<file path="src/source/core_pkg.sv">
/*
 * Shared definitions of the RV32I pipeline core
 * Widths, instruction formats and union, ALU ops, stage structs
 */

`default_nettype none

package core_pkg;

  // --------------------------------------------------------------------------
  // Widths and basic types
  // --------------------------------------------------------------------------
  localparam int xlen       = 32;  // Data and PC width
  localparam int reg_addr_w = 5;   // 32 GPRs

  typedef logic [xlen-1:0]       word_t;
  typedef logic [reg_addr_w-1:0] reg_addr_t;

  // Major opcodes handled by the core
  typedef enum logic [6:0] {
    opc_op     = 7'b0110011,  // Register-register
    opc_op_imm = 7'b0010011,  // Register-immediate
    opc_lui    = 7'b0110111,
    opc_auipc  = 7'b0010111
  } opcode_t;

  // --------------------------------------------------------------------------
  // Instruction formats
  // --------------------------------------------------------------------------
  typedef struct packed {
    logic [6:0] funct7;
    reg_addr_t  rs2;
    reg_addr_t  rs1;
    logic [2:0] funct3;
    reg_addr_t  rd;
    opcode_t    opcode;
  } r_fmt_t;

  typedef struct packed {
    logic [11:0] imm;     // Sign extended in decode
    reg_addr_t   rs1;
    logic [2:0]  funct3;
    reg_addr_t   rd;
    opcode_t     opcode;
  } i_fmt_t;

  typedef struct packed {
    logic [19:0] imm;     // Upper 20 bits
    reg_addr_t   rd;
    opcode_t     opcode;
  } u_fmt_t;

  // Same word, three views
  typedef union packed {
    r_fmt_t r;
    i_fmt_t i;
    u_fmt_t u;
  } instr_t;

  typedef enum logic [3:0] {
    alu_add, alu_sub, alu_sll, alu_slt, alu_sltu,
    alu_xor, alu_srl, alu_sra, alu_or, alu_and,
    alu_pass_b  // LUI
  } alu_op_t;

  // --------------------------------------------------------------------------
  // Decode and pipeline structs
  // --------------------------------------------------------------------------
  typedef struct packed {
    alu_op_t alu_op;
    logic    a_is_pc;   // A <= PC
    logic    b_is_imm;  // B <= immediate
    logic    wr_en;
    logic    illegal;
    word_t   imm;
  } dec_t;

  // Where the writeback bus replaces an operand
  typedef struct packed {
    logic a_id, a_is, a_ex;
    logic b_id, b_is, b_ex;
  } fwd_t;

  typedef struct packed {
    logic   valid;
    word_t  pc;
    instr_t instr;
  } if_id_t;

  typedef struct packed {
    logic      valid;
    word_t     pc;
    reg_addr_t rd;
    dec_t      dec;
    word_t     rs1_data;
    word_t     rs2_data;
    logic      is_fwd_a, is_fwd_b;  // Applied in IS
    logic      ex_fwd_a, ex_fwd_b;  // Applied in EX
  } id_is_t;

  typedef struct packed {
    logic      valid;
    word_t     pc;
    reg_addr_t rd;
    alu_op_t   alu_op;
    logic      wr_en;
    logic      illegal;
    word_t     op_a;
    word_t     op_b;
    logic      ex_fwd_a, ex_fwd_b;  // Already masked
  } is_ex_t;

  // Retire port and writeback bus
  typedef struct packed {
    logic      valid;
    word_t     pc;
    reg_addr_t rd;
    word_t     result;
    logic      wr_en;
    logic      illegal;
  } retire_t;

endpackage

`default_nettype wire
</file>
<file path="src/source/core_top.sv">
/*
 * RV32I in-order pipeline core top level
 * IF, ID, IS, EX stages, register file and writeback bus
 */

`default_nettype none

module core_top #(
  parameter core_pkg::word_t reset_pc = 32'h0000_0000
) (
  input  wire logic            clock_in,
  input  wire logic            arst_n,
  input  wire logic            halt,
  input  wire logic            instr_valid,
  input  wire core_pkg::word_t instr_data,
  output logic                 instr_ready,
  output core_pkg::retire_t    retire      // Also the writeback bus
);

  // --------------------------------------------------------------------------
  // Pipeline registers and register file ports
  // --------------------------------------------------------------------------
  core_pkg::if_id_t    if_id;
  core_pkg::id_is_t    id_is;
  core_pkg::is_ex_t    is_ex;
  core_pkg::reg_addr_t rs1_addr, rs2_addr;
  core_pkg::word_t     rs1_data, rs2_data;
  core_pkg::reg_addr_t ex_rd;  // rd held in IS/EX
  logic                ex_wr;

  fetch_stage #(.reset_pc(reset_pc)) u_fetch (
    .clock_in, .arst_n, .halt, .instr_valid, .instr_data, .instr_ready,
    .if_id (if_id)
  );

  gpr_file u_gpr (
    .clock_in, .arst_n, .rs1_addr, .rs2_addr,
    .rd_addr  (retire.rd),
    .rd_wr    (retire.valid & retire.wr_en),  // Written at the end of WB
    .rd_data  (retire.result),
    .rs1_data, .rs2_data
  );

  decode_stage u_decode (
    .clock_in, .arst_n, .if_id,
    .wb (retire),
    .ex_rd, .ex_wr, .rs1_data, .rs2_data, .rs1_addr, .rs2_addr, .id_is
  );

  issue_stage u_issue (
    .clock_in, .arst_n, .id_is,
    .wb (retire),
    .is_ex, .ex_rd, .ex_wr
  );

  execute_stage u_execute (
    .clock_in, .arst_n, .is_ex,
    .wb (retire)
  );

endmodule

`default_nettype wire

</file>
<file path="src/source/execute_stage.sv">
/*
 * Execute stage
 * EX forward, integer ALU and EX/WB register (retire and writeback bus)
 */

`default_nettype none

module execute_stage (
  input  wire logic             clock_in,
  input  wire logic             arst_n,
  input  wire core_pkg::is_ex_t is_ex,
  output core_pkg::retire_t     wb
);

  core_pkg::word_t a;
  core_pkg::word_t b;
  core_pkg::word_t result;
  logic [4:0]      shamt;

  // Producer from IS two cycles ago is on the bus now
  assign a     = is_ex.ex_fwd_a ? wb.result : is_ex.op_a;
  assign b     = is_ex.ex_fwd_b ? wb.result : is_ex.op_b;
  assign shamt = b[4:0];

  // --------------------------------------------------------------------------
  // Integer ALU
  // --------------------------------------------------------------------------
  always_comb begin
    case (is_ex.alu_op)
      core_pkg::alu_add:    result = a + b;
      core_pkg::alu_sub:    result = a - b;
      core_pkg::alu_sll:    result = a << shamt;
      core_pkg::alu_slt:    result = {31'd0, $signed(a) < $signed(b)};
      core_pkg::alu_sltu:   result = {31'd0, a < b};
      core_pkg::alu_xor:    result = a ^ b;
      core_pkg::alu_srl:    result = a >> shamt;
      core_pkg::alu_sra:    result = $unsigned($signed(a) >>> shamt);  // Keeps sign
      core_pkg::alu_or:     result = a | b;
      core_pkg::alu_and:    result = a & b;
      core_pkg::alu_pass_b: result = b;  // LUI
      default:              result = '0;
    endcase
  end

  // EX/WB register
  always_ff @(posedge clock_in or negedge arst_n) begin
    if (!arst_n) begin
      wb <= '0;
    end else begin
      wb.valid   <= is_ex.valid;
      wb.pc      <= is_ex.pc;
      wb.rd      <= is_ex.rd;
      wb.result  <= result;
      wb.wr_en   <= is_ex.wr_en;
      wb.illegal <= is_ex.illegal;
    end
  end

endmodule

`default_nettype wire

</file>
<file path="src/source/issue_stage.sv">
/*
 * Instruction issue stage
 * IS forward, PC / immediate operand select and IS/EX register
 */

`default_nettype none

module issue_stage (
  input  wire logic              clock_in,
  input  wire logic              arst_n,
  input  wire core_pkg::id_is_t  id_is,
  input  wire core_pkg::retire_t wb,
  output core_pkg::is_ex_t       is_ex,
  output core_pkg::reg_addr_t    ex_rd,
  output logic                   ex_wr
);

  core_pkg::word_t  rs1_val;
  core_pkg::word_t  rs2_val;
  core_pkg::is_ex_t is_ex_d;

  // Producer that sat in EX is now on the bus
  assign rs1_val = id_is.is_fwd_a ? wb.result : id_is.rs1_data;
  assign rs2_val = id_is.is_fwd_b ? wb.result : id_is.rs2_data;

  always_comb begin
    is_ex_d.valid    = id_is.valid;
    is_ex_d.pc       = id_is.pc;
    is_ex_d.rd       = id_is.rd;
    is_ex_d.alu_op   = id_is.dec.alu_op;
    is_ex_d.wr_en    = id_is.dec.wr_en;
    is_ex_d.illegal  = id_is.dec.illegal;
    is_ex_d.op_a     = id_is.dec.a_is_pc ? id_is.pc : rs1_val;
    is_ex_d.op_b     = id_is.dec.b_is_imm ? id_is.dec.imm : rs2_val;
    // PC or immediate must survive EX forwarding
    is_ex_d.ex_fwd_a = id_is.ex_fwd_a & ~id_is.dec.a_is_pc;
    is_ex_d.ex_fwd_b = id_is.ex_fwd_b & ~id_is.dec.b_is_imm;
  end

  always_ff @(posedge clock_in or negedge arst_n) begin
    if (!arst_n) begin
      is_ex <= '0;
    end else begin
      is_ex <= is_ex_d;
    end
  end

  // EX producer seen by decode
  assign ex_rd = is_ex.rd;
  assign ex_wr = is_ex.valid & is_ex.wr_en;

endmodule

`default_nettype wire

</file>
<file path="src/source/decode_stage.sv">
/*
 * Instruction decode stage
 * Forwarding selection, ID operand forward and ID/IS register
 */

`default_nettype none

module decode_stage (
  input  wire logic                clock_in,
  input  wire logic                arst_n,
  input  wire core_pkg::if_id_t    if_id,
  input  wire core_pkg::retire_t   wb,
  input  wire core_pkg::reg_addr_t ex_rd,     // rd in IS/EX
  input  wire logic                ex_wr,
  input  wire core_pkg::word_t     rs1_data,
  input  wire core_pkg::word_t     rs2_data,
  output core_pkg::reg_addr_t      rs1_addr,
  output core_pkg::reg_addr_t      rs2_addr,
  output core_pkg::id_is_t         id_is
);

  core_pkg::dec_t   dec;
  core_pkg::fwd_t   fwd;
  core_pkg::id_is_t id_is_d;
  logic             is_wr;  // Producer in IS writes
  logic             wb_wr;  // Producer on writeback bus writes

  // Source matches a writing producer, x0 never matches
  function automatic logic hit(input core_pkg::reg_addr_t src, input core_pkg::reg_addr_t dst,
                               input logic wr);
    return wr && (dst != '0) && (src == dst);
  endfunction

  instr_decoder u_dec (
    .instr (if_id.instr),
    .dec   (dec)
  );

  assign rs1_addr = if_id.instr.r.rs1;
  assign rs2_addr = if_id.instr.r.rs2;

  assign is_wr = id_is.valid & id_is.dec.wr_en;
  assign wb_wr = wb.valid & wb.wr_en;

  // --------------------------------------------------------------------------
  // Forwarding, nearest producer wins
  // --------------------------------------------------------------------------
  always_comb begin
    fwd.a_ex = hit(rs1_addr, id_is.rd, is_wr);                // IS now, WB in 2
    fwd.a_is = !fwd.a_ex && hit(rs1_addr, ex_rd, ex_wr);      // EX now, WB in 1
    fwd.a_id = !fwd.a_ex && !fwd.a_is && hit(rs1_addr, wb.rd, wb_wr);
    fwd.b_ex = hit(rs2_addr, id_is.rd, is_wr);
    fwd.b_is = !fwd.b_ex && hit(rs2_addr, ex_rd, ex_wr);
    fwd.b_id = !fwd.b_ex && !fwd.b_is && hit(rs2_addr, wb.rd, wb_wr);
  end

  // Next ID/IS content
  always_comb begin
    id_is_d.valid    = if_id.valid;
    id_is_d.pc       = if_id.pc;
    id_is_d.rd       = if_id.instr.r.rd;
    id_is_d.dec      = dec;
    id_is_d.rs1_data = fwd.a_id ? wb.result : rs1_data;  // GPR write lands next edge
    id_is_d.rs2_data = fwd.b_id ? wb.result : rs2_data;
    id_is_d.is_fwd_a = fwd.a_is;
    id_is_d.is_fwd_b = fwd.b_is;
    id_is_d.ex_fwd_a = fwd.a_ex;
    id_is_d.ex_fwd_b = fwd.b_ex;
  end

  always_ff @(posedge clock_in or negedge arst_n) begin
    if (!arst_n) begin
      id_is <= '0;
    end else begin
      id_is <= id_is_d;
    end
  end

endmodule

`default_nettype wire

</file>
<file path="src/source/instr_decoder.sv">
/*
 * RV32I instruction decoder
 * OP, OP-IMM, LUI and AUIPC to ALU op, operand selects and immediate
 */

`default_nettype none

module instr_decoder (
  input  wire core_pkg::instr_t instr,
  output core_pkg::dec_t        dec
);

  // funct3 to ALU op, alt picks sub / sra
  function automatic core_pkg::alu_op_t f3_op(input logic [2:0] funct3, input logic alt);
    case (funct3)
      3'b000:  return alt ? core_pkg::alu_sub : core_pkg::alu_add;
      3'b001:  return core_pkg::alu_sll;
      3'b010:  return core_pkg::alu_slt;
      3'b011:  return core_pkg::alu_sltu;
      3'b100:  return core_pkg::alu_xor;
      3'b101:  return alt ? core_pkg::alu_sra : core_pkg::alu_srl;
      3'b110:  return core_pkg::alu_or;
      default: return core_pkg::alu_and;
    endcase
  endfunction

  always_comb begin
    dec        = '0;
    dec.alu_op = core_pkg::alu_add;
    case (instr.r.opcode)
      core_pkg::opc_op: begin
        dec.wr_en  = 1'b1;
        dec.alu_op = f3_op(instr.r.funct3, instr.r.funct7[5]);
        if (instr.r.funct7 == 7'b0100000) begin
          // Only sub and sra have the alternate encoding
          dec.illegal = !(instr.r.funct3 == 3'b000 || instr.r.funct3 == 3'b101);
        end else if (instr.r.funct7 != 7'b0000000) begin
          dec.illegal = 1'b1;
        end
      end
      core_pkg::opc_op_imm: begin
        dec.wr_en    = 1'b1;
        dec.b_is_imm = 1'b1;
        dec.imm      = {{20{instr.i.imm[11]}}, instr.i.imm};  // Sign extend
        // No subi, alt only for shifts
        dec.alu_op   = f3_op(instr.i.funct3, instr.i.funct3 == 3'b101 && instr.i.imm[10]);
        if (instr.i.funct3 == 3'b001) begin
          dec.illegal = (instr.i.imm[11:5] != 7'b0000000);  // slli
        end else if (instr.i.funct3 == 3'b101) begin
          dec.illegal = !(instr.i.imm[11:5] == 7'b0000000 ||
                          instr.i.imm[11:5] == 7'b0100000);  // srli / srai
        end
      end
      core_pkg::opc_lui: begin
        dec.wr_en    = 1'b1;
        dec.b_is_imm = 1'b1;
        dec.alu_op   = core_pkg::alu_pass_b;
        dec.imm      = {instr.u.imm, 12'h000};
      end
      core_pkg::opc_auipc: begin
        dec.wr_en    = 1'b1;
        dec.a_is_pc  = 1'b1;  // PC + upper immediate
        dec.b_is_imm = 1'b1;
        dec.imm      = {instr.u.imm, 12'h000};
      end
      default: begin
        dec.illegal = 1'b1;  // Loads, stores, branches, jumps, system
      end
    endcase
    if (dec.illegal) begin
      dec.wr_en = 1'b0;  // Never writes the GPRs
    end
  end

endmodule

`default_nettype wire

</file>
<file path="src/source/gpr_file.sv">
/*
 * General purpose register file
 * 32 x 32, two asynchronous reads, one synchronous write, x0 tied to zero
 */

`default_nettype none

module gpr_file (
  input  wire logic                clock_in,
  input  wire logic                arst_n,
  input  wire core_pkg::reg_addr_t rs1_addr,
  input  wire core_pkg::reg_addr_t rs2_addr,
  input  wire core_pkg::reg_addr_t rd_addr,
  input  wire logic                rd_wr,
  input  wire core_pkg::word_t     rd_data,
  output core_pkg::word_t          rs1_data,
  output core_pkg::word_t          rs2_data
);

  core_pkg::word_t regs [1:31];  // x1..x31

  // Read ports, x0 reads zero
  assign rs1_data = (rs1_addr == '0) ? '0 : regs[rs1_addr];
  assign rs2_data = (rs2_addr == '0) ? '0 : regs[rs2_addr];

  always_ff @(posedge clock_in or negedge arst_n) begin
    if (!arst_n) begin
      for (int i = 1; i < 32; i++) begin
        regs[i] <= '0;
      end
    end else if (rd_wr && rd_addr != '0) begin  // Writes to x0 dropped
      regs[rd_addr] <= rd_data;
    end
  end

endmodule

`default_nettype wire

</file>
<file path="src/source/fetch_stage.sv">
/*
 * Instruction fetch stage
 * Stream handshake, PC counter and IF/ID register
 */

`default_nettype none

module fetch_stage #(
  parameter core_pkg::word_t reset_pc = 32'h0000_0000
) (
  input  wire logic            clock_in,
  input  wire logic            arst_n,
  input  wire logic            halt,
  input  wire logic            instr_valid,
  input  wire core_pkg::word_t instr_data,
  output logic                 instr_ready,
  output core_pkg::if_id_t     if_id
);

  core_pkg::word_t pc_q;  // PC of next accepted instruction
  logic            accept;

  assign instr_ready = ~halt;                   // Halt stalls fetch
  assign accept      = instr_valid & instr_ready;

  // PC counter and IF/ID register
  always_ff @(posedge clock_in or negedge arst_n) begin
    if (!arst_n) begin
      pc_q  <= reset_pc;
      if_id <= '0;
    end else begin
      if_id.valid <= accept;  // Bubble when nothing taken
      if (accept) begin
        pc_q        <= pc_q + 32'd4;
        if_id.pc    <= pc_q;
        if_id.instr <= instr_data;
      end
    end
  end

endmodule

`default_nettype wire

</file>
<file path="config.mk">
export PLATFORM = sky130hd
export DESIGN_NAME = core_top
export DESIGN_NICKNAME = d
export VERILOG_FILES = /design/src/source/core_pkg.sv /design/src/source/core_top.sv /design/src/source/execute_stage.sv /design/src/source/issue_stage.sv /design/src/source/decode_stage.sv /design/src/source/instr_decoder.sv /design/src/source/gpr_file.sv /design/src/source/fetch_stage.sv
export SDC_FILE = /design/constraint.sdc
export NUM_CORES = 2
export LEC_CHECK = 0
export BUFFER_PORTS_ARGS = -buffer_cell sky130_fd_sc_hd__buf_4
export CAP_MARGIN = 10
export CORE_MARGIN = 1.5
export CORE_UTILIZATION = 31
export DETAILED_ROUTE_END_ITERATION = 8
export SYNTH_ARGS = -nofsm -noshare
export SYNTH_HDL_FRONTEND = slang
export SYNTH_SLANG_ARGS = --single-unit
</file>
<file path="constraint.sdc">
create_clock -name clock_in -period 12.4 [get_ports clock_in]
set_clock_uncertainty 0.2 [all_clocks]
set_input_delay 0.62 -clock clock_in [delete_from_list [all_inputs] [get_ports clock_in]]
set_output_delay 0.62 -clock clock_in [all_outputs]
set_load 0.005 [all_outputs]
</file>
Yosys cells after proc, flatten, opt, wreduce, memory -nomap -nowiden. Index checks and enable logic that the tools add are counted.

Bits in registers: 1417. Latch bits: 0. Memory bits (writable): 0. Bits in read-only memories: 0. Logic and storage cells: 194. Memories kept: 0.

Add/subtract/negate cells: 3. Multipliers: 0. Divide/modulo/power cells: 0. Order comparisons: 6. Eq/ne operators: 27. Shifts and indexed selects: 3. Muxes and demuxes: 37. Bitwise operators: 15. Reduce and logical (&&, ||, !) cells: 37.

Operators with widths (count): $bwmux 992 (1); $mux 32 (15); $pmux 32 s11 (1); $bmux 32 s5 (2); $demux 32 s5 (1); $lt 32x32->1 (2); $pmux 32 s2 (1); $pmux 4 s7 (2); $add 32x3->32 const B (1); $add 32x32->32 (1); $and 32x32->32 (1); $or 32x32->32 (1); $shl 32x5->32 (1); $shr 32x5->32 (1); $sshr 32x5->32 (1); $sub 32x32->32 (1); $xor 32x32->32 (1); $eq 5x5->1 (6); $eq 7x6->1 const B (3); $ge 6x6->1 const B (3); $not 5->6 (3); $logic_and 1x1->1 (17); $eq 4x3->1 const B (4); $reduce_bool 5->1 (3); 23 further kinds (55).

Longest topological paths before layout.
Depth after elaboration: 9. Gate-level depth with buffers: 18. Mapped depth without buffers: 14.

Modules after synthesis. Synthesis repeated with hierarchy kept, for this count alone.

Cell total of the unflattened synthesis: 6574. Area, all modules: 78624.2 um^2.

By module, submodules not included: gpr_file (instances 1, cells each 4052, area an instance 53646.5 um^2, sequential area each 24823.8 um^2); execute_stage (instances 1, cells each 1565, area an instance 11569.8 um^2, sequential area each 1801.7 um^2); decode_stage (instances 1, cells each 278, area an instance 4979.8 um^2, sequential area each 3653.5 um^2); issue_stage (instances 1, cells each 332, area an instance 4220.3 um^2, sequential area each 2752.6 um^2); fetch_stage (instances 1, cells each 252, area an instance 3702.3 um^2, sequential area each 2327.2 um^2); instr_decoder (instances 1, cells each 94, area an instance 499.2 um^2, sequential area each 0.0 um^2); core_top (instances 1, cells each 1, area an instance 6.3 um^2, sequential area each 0.0 um^2).

Worst setup path after synthesis. No wires, ideal clock.

Path kind: register -> register. From: register, netlist name u_execute.wb[5]. To: register, netlist name u_execute.wb[29]. Library setup time: 0.126 ns. Arrival time: 4.489 ns. Required time: 12.074 ns. Setup slack: 7.585 ns. Stages on the path, launching flop included: 18. Buffers on the path: 6. Clock period less this slack: 4.815 ns. Cells stage by stage: dfrtp_1 > clkbuf_1 > mux2i_1 > buf_2 > buf_1 > clkbuf_1 > buf_1 > ha_1 > clkbuf_1 > nor2_1 > o311ai_0 > a2bb2oi_1 > a311oi_1 > a211oi_2 > a21boi_1 > a211o_1 > a221o_1 > a221o_1.

Word-level cells in the longest chain between the ends: 3. Elaborated cells on any way between the ends: 8. Those cells by class: 2 x add/sub; 3 x shift; 3 x mux.

Ends and longest elaborated chain: $mux 32, on equally long branches (RTL line execute_stage.sv:21, execute_stage.sv:22); $sub 32x32->32, or another cell as far along (RTL line execute_stage.sv:31) `core_pkg::alu_sub: result = a - b;`; $pmux 32 s11 * (RTL line execute_stage.sv:29) `case (is_ex.alu_op)`; net u_execute.result[27] (RTL line execute_stage.sv:17) `core_pkg::word_t result;`.

The timed path passes the listed nets; every way through them passes the cells marked *. A chain may end at the register's enable or synchronous reset.

Worst setup path in the final report.
From: register, netlist name u_issue.is_ex[0]. To: register, netlist name u_execute.wb[32].

Word-level cells in the longest chain between the ends: 3. Elaborated cells on any way between the ends: 10. Those cells by class: 2 x add/sub; 3 x shift; 2 x mux; 3 x bitwise.

Ends and longest elaborated chain: $mux 32 * (RTL line execute_stage.sv:22) `assign b = is_ex.ex_fwd_b ? wb.result : is_ex.op_b;`; $sub 32x32->32, or another cell as far along (RTL line execute_stage.sv:31); $pmux 32 s11 * (RTL line execute_stage.sv:29); net u_execute.result[30] (RTL line execute_stage.sv:17).

Marked as above.

==> reports/qor.csv <==
metric;value;unit
TritonCTS clock tree;done;
CP Capture Type;flop;
Max VDD drop;0.1516;mV
Initial Util;31.11;%
CP Max Fanout;63;
Max Fclk;174.5;MHz
Worst Setup EP;u_execute.wb[32];
CTS Root Cell;clkbuf_16;
fraction of the cycle the final worst path needs;46.22;%
worst r2r dst;u_execute.wb[32];
placed cell area;79440;µm²
Unique masters post-synth;91;
register area share after synthesis;46.61;%
DIE WIDTH;496.6;µm
number of synthesized flops with an enable pin;0;
Die ar.;246600;µm²
IO Count;109;
R2R setup slack;6.67;ns
total core area;242800;µm²
Slew headroom;13.45;%
CTS Buf Count;151;
Rows;181;
Longest Clk Path Bufs;3;
FF-to-FF Start;u_issue.is_ex[0];
initial antenna violation count;6;
Iter 0 DRT Violations;5920;
Slew Limit Fails;0;
commonest non-fill, non-tap cell in the layout;dfrtp_1;
minimum clock period;5.732;ns
Area Overhead vs Synth;12.47;%
GP Congestion;0.9624;
Post-layout nets;6302;
WP data required;12.88;ns
critical path arrival;6.21;ns
RSZ-0062 raised after global routing;false;
Setup crit start;u_issue.is_ex[0];
Cell Area, Synth;75530;µm²
worst hold path class;reg2reg;
status;finished, final reports clean;
worst path cell trace;buf_4 -> mux2i_4 -> buf_4 -> inv_1 -> ha_1 -> a21oi_1 -> nand2_1 -> o21ai_0 -> o21a_1 -> o21ai_0 -> a311oi_1 -> nand2b_1 -> nand2_1 -> a221o_1;
Worst setup SP type;flop;
remaining routing DRC violations;0;
WL/cell;28.19;µm
Hold Vio Cnt, Final;0;
Worst-path clk slew;0.06;ns
WS Path Type;reg2reg;
vias;54920;
fin area;84960;µm²
vias in the first global route;55110;
ys flop type;dfrtp_1;
die height;496.6;µm
FF-to-FF path depth;14;
leakage power;0.03662;µW
PortBufs;106;
Pwr Density;123.1;nW/µm²
crit path max-delay cell type;buf_4;
Total Routed Length;267300;µm
syn avg cell area;11.92;µm²
vias per inst;5.792;
GRT Total Usage;21.59;%
Tot Pwr;10460;µW
Multi-input gate area;37750;µm²
gr ovfl total;0;
Layout fillers;23600;
Post-CTS Setup Bufs;0;
Synth Instances;6336;
DP Wirelength;164100;µm
ys async rst share;100.0;%
YS warnings;0;
Least-Margin Pin Slew;1.295;ns
register area;35250;µm²
Yosys reg bits;1407;
commonest cells after routing, fill and taps aside;dfrtp_1, nand2_1, o21ai_0;
hold wc startpoint;u_issue.is_ex[104];
Max stage delay on crit path;0.61;ns
DR pass1 iterations;6;
clk_lat worst skew;0.83;ns
first-pass GRT wire length;392100;µm
Routed Antenna Nets;0;
MaxCap Viol Count;0;
# setup viols final;0;
largest net degree at the start of global routing;181;
# clock sinks;1407;
Fin Setup TNS;0;ns
H-tree levels;4;
share of layout cells above drive strength 1;27.42;%
post-cts sizing count;0;
[logic make-up (layout without fill, tap and decap cells)]
kind of cell	Yosys count	in the layout	synth area share, %
AO/OA/AOI/OAI	1334	1334	10.60
XOR/XNOR	66	66	0.7653
adder cells (fa/ha/maj)	106	106	1.776
buffers and inverters	742	684	3.820
flip-flops	1407	1407	46.61
multiplexers	1420	1420	29.42
other	1	4	0.004965
AND/OR/NAND/NOR	1260	1260	7.008
[metrics by stage]
| step | hold WS, ns | utilization [%] | worst slack, ns | cells |
|---|---|---|---|---|
| 6_report | 0.1435 | 34.99 | 6.668 | 9483 |
| 5_1_grt | 0.1372 | 34.99 | 6.434 | 9482 |
| 4_1_cts | 0.1298 | 34.99 | 6.817 | 9481 |
| 3_5_place_dp | 0.1347 | 32.72 | 6.835 | 9176 |
| 3_3_place_gp | 0.1316 | 32.72 | 6.837 | 9176 |
| 2_1_floorplan | 0.1244 | - | 7.585 | 6337 |
[synthesized netlist by cell type, drive strengths merged (27+ instances only)]
| master | count | share of area (%) |
|---|---|---|
| a21o | 38 | 0.38 |
| a21oi | 133 | 0.88 |
| a22o | 66 | 0.77 |
| buf | 125 | 0.75 |
| clkbuf | 484 | 2.4 |
| dfrtp | 1407 | 47 |
| ha | 104 | 1.7 |
| inv | 133 | 0.66 |
| mux2 | 564 | 8.4 |
| mux2i | 278 | 3.8 |
| mux4 | 578 | 17 |
| nand2 | 831 | 4.1 |
| nand3 | 51 | 0.34 |
| nor2 | 192 | 0.96 |
| nor3 | 37 | 0.25 |
| o211ai | 27 | 0.27 |
| o21ai | 738 | 4.9 |
| o22ai | 88 | 0.73 |
| xnor2 | 42 | 0.49 |
[layer usage]
metal,part of all wire [%],up-vias,track usage (%)
li1,-,22960,-
met1,41,28830,29.20
met2,46,2517,33.83
met3,7.8,609,3.800
met4,4.9,4,9.750
met5,0.0086,-,0
[worst max-delay path, delay by kind of cell (launching register included)]
kind | cells | cell delay [ns]
AO/OA/AOI/OAI | 6 | 2.21
buffers and inverters | 3 | 1.65
adder cells (fa/ha/maj) | 1 | 0.39
AND/OR/NAND/NOR | 3 | 0.38
flip-flops | 1 | 0.33
multiplexers | 1 | 0.32
[worst min-delay path by stage]
stage,to,slack (ns),depth (start not counted)
after floorplan,u_decode.id_is[0],0.12,0
after global routing,u_execute.wb[52],0.14,0
after detailed placement,u_execute.wb[45],0.13,0
after global placement,u_decode.id_is[145],0.13,0
after CTS,u_fetch.if_id[64],0.13,3
final,u_execute.wb[66],0.14,0
[state kept, by name (all words and copies together) (netlist names)]
signal          cells
u_gpr.regs        992
u_decode.id_is    144
u_issue.is_ex     103
u_execute.wb       70
u_fetch.if_id      63
u_fetch.pc_q       30
u_issue.ex_rd       5
[power by group]
part	internal, µW	switching (µW)	leakage, µW
Clock	2760	1960	0.00256
Combinational	347	577	0.0146
Sequential	4660	151	0.0195
[layout make-up]
cell class,count,share of cell area (%)
multi-input cells,4188,44.44
flip-flops and latches,1407,41.50
repair buffers,279,2.660
clock inverters,47,0.7747
inverters,133,0.5906
clock buffers,225,5.321
well taps,3202,4.716
diodes,2,0.005891
[repair_timing]
action / in CTS / in global routing
hold buffers: 33 / 0
endpoints found under the setup margin: 0 / 0
hold endpoints to repair: 174 / 0
(Power assumes the default switching activity.)
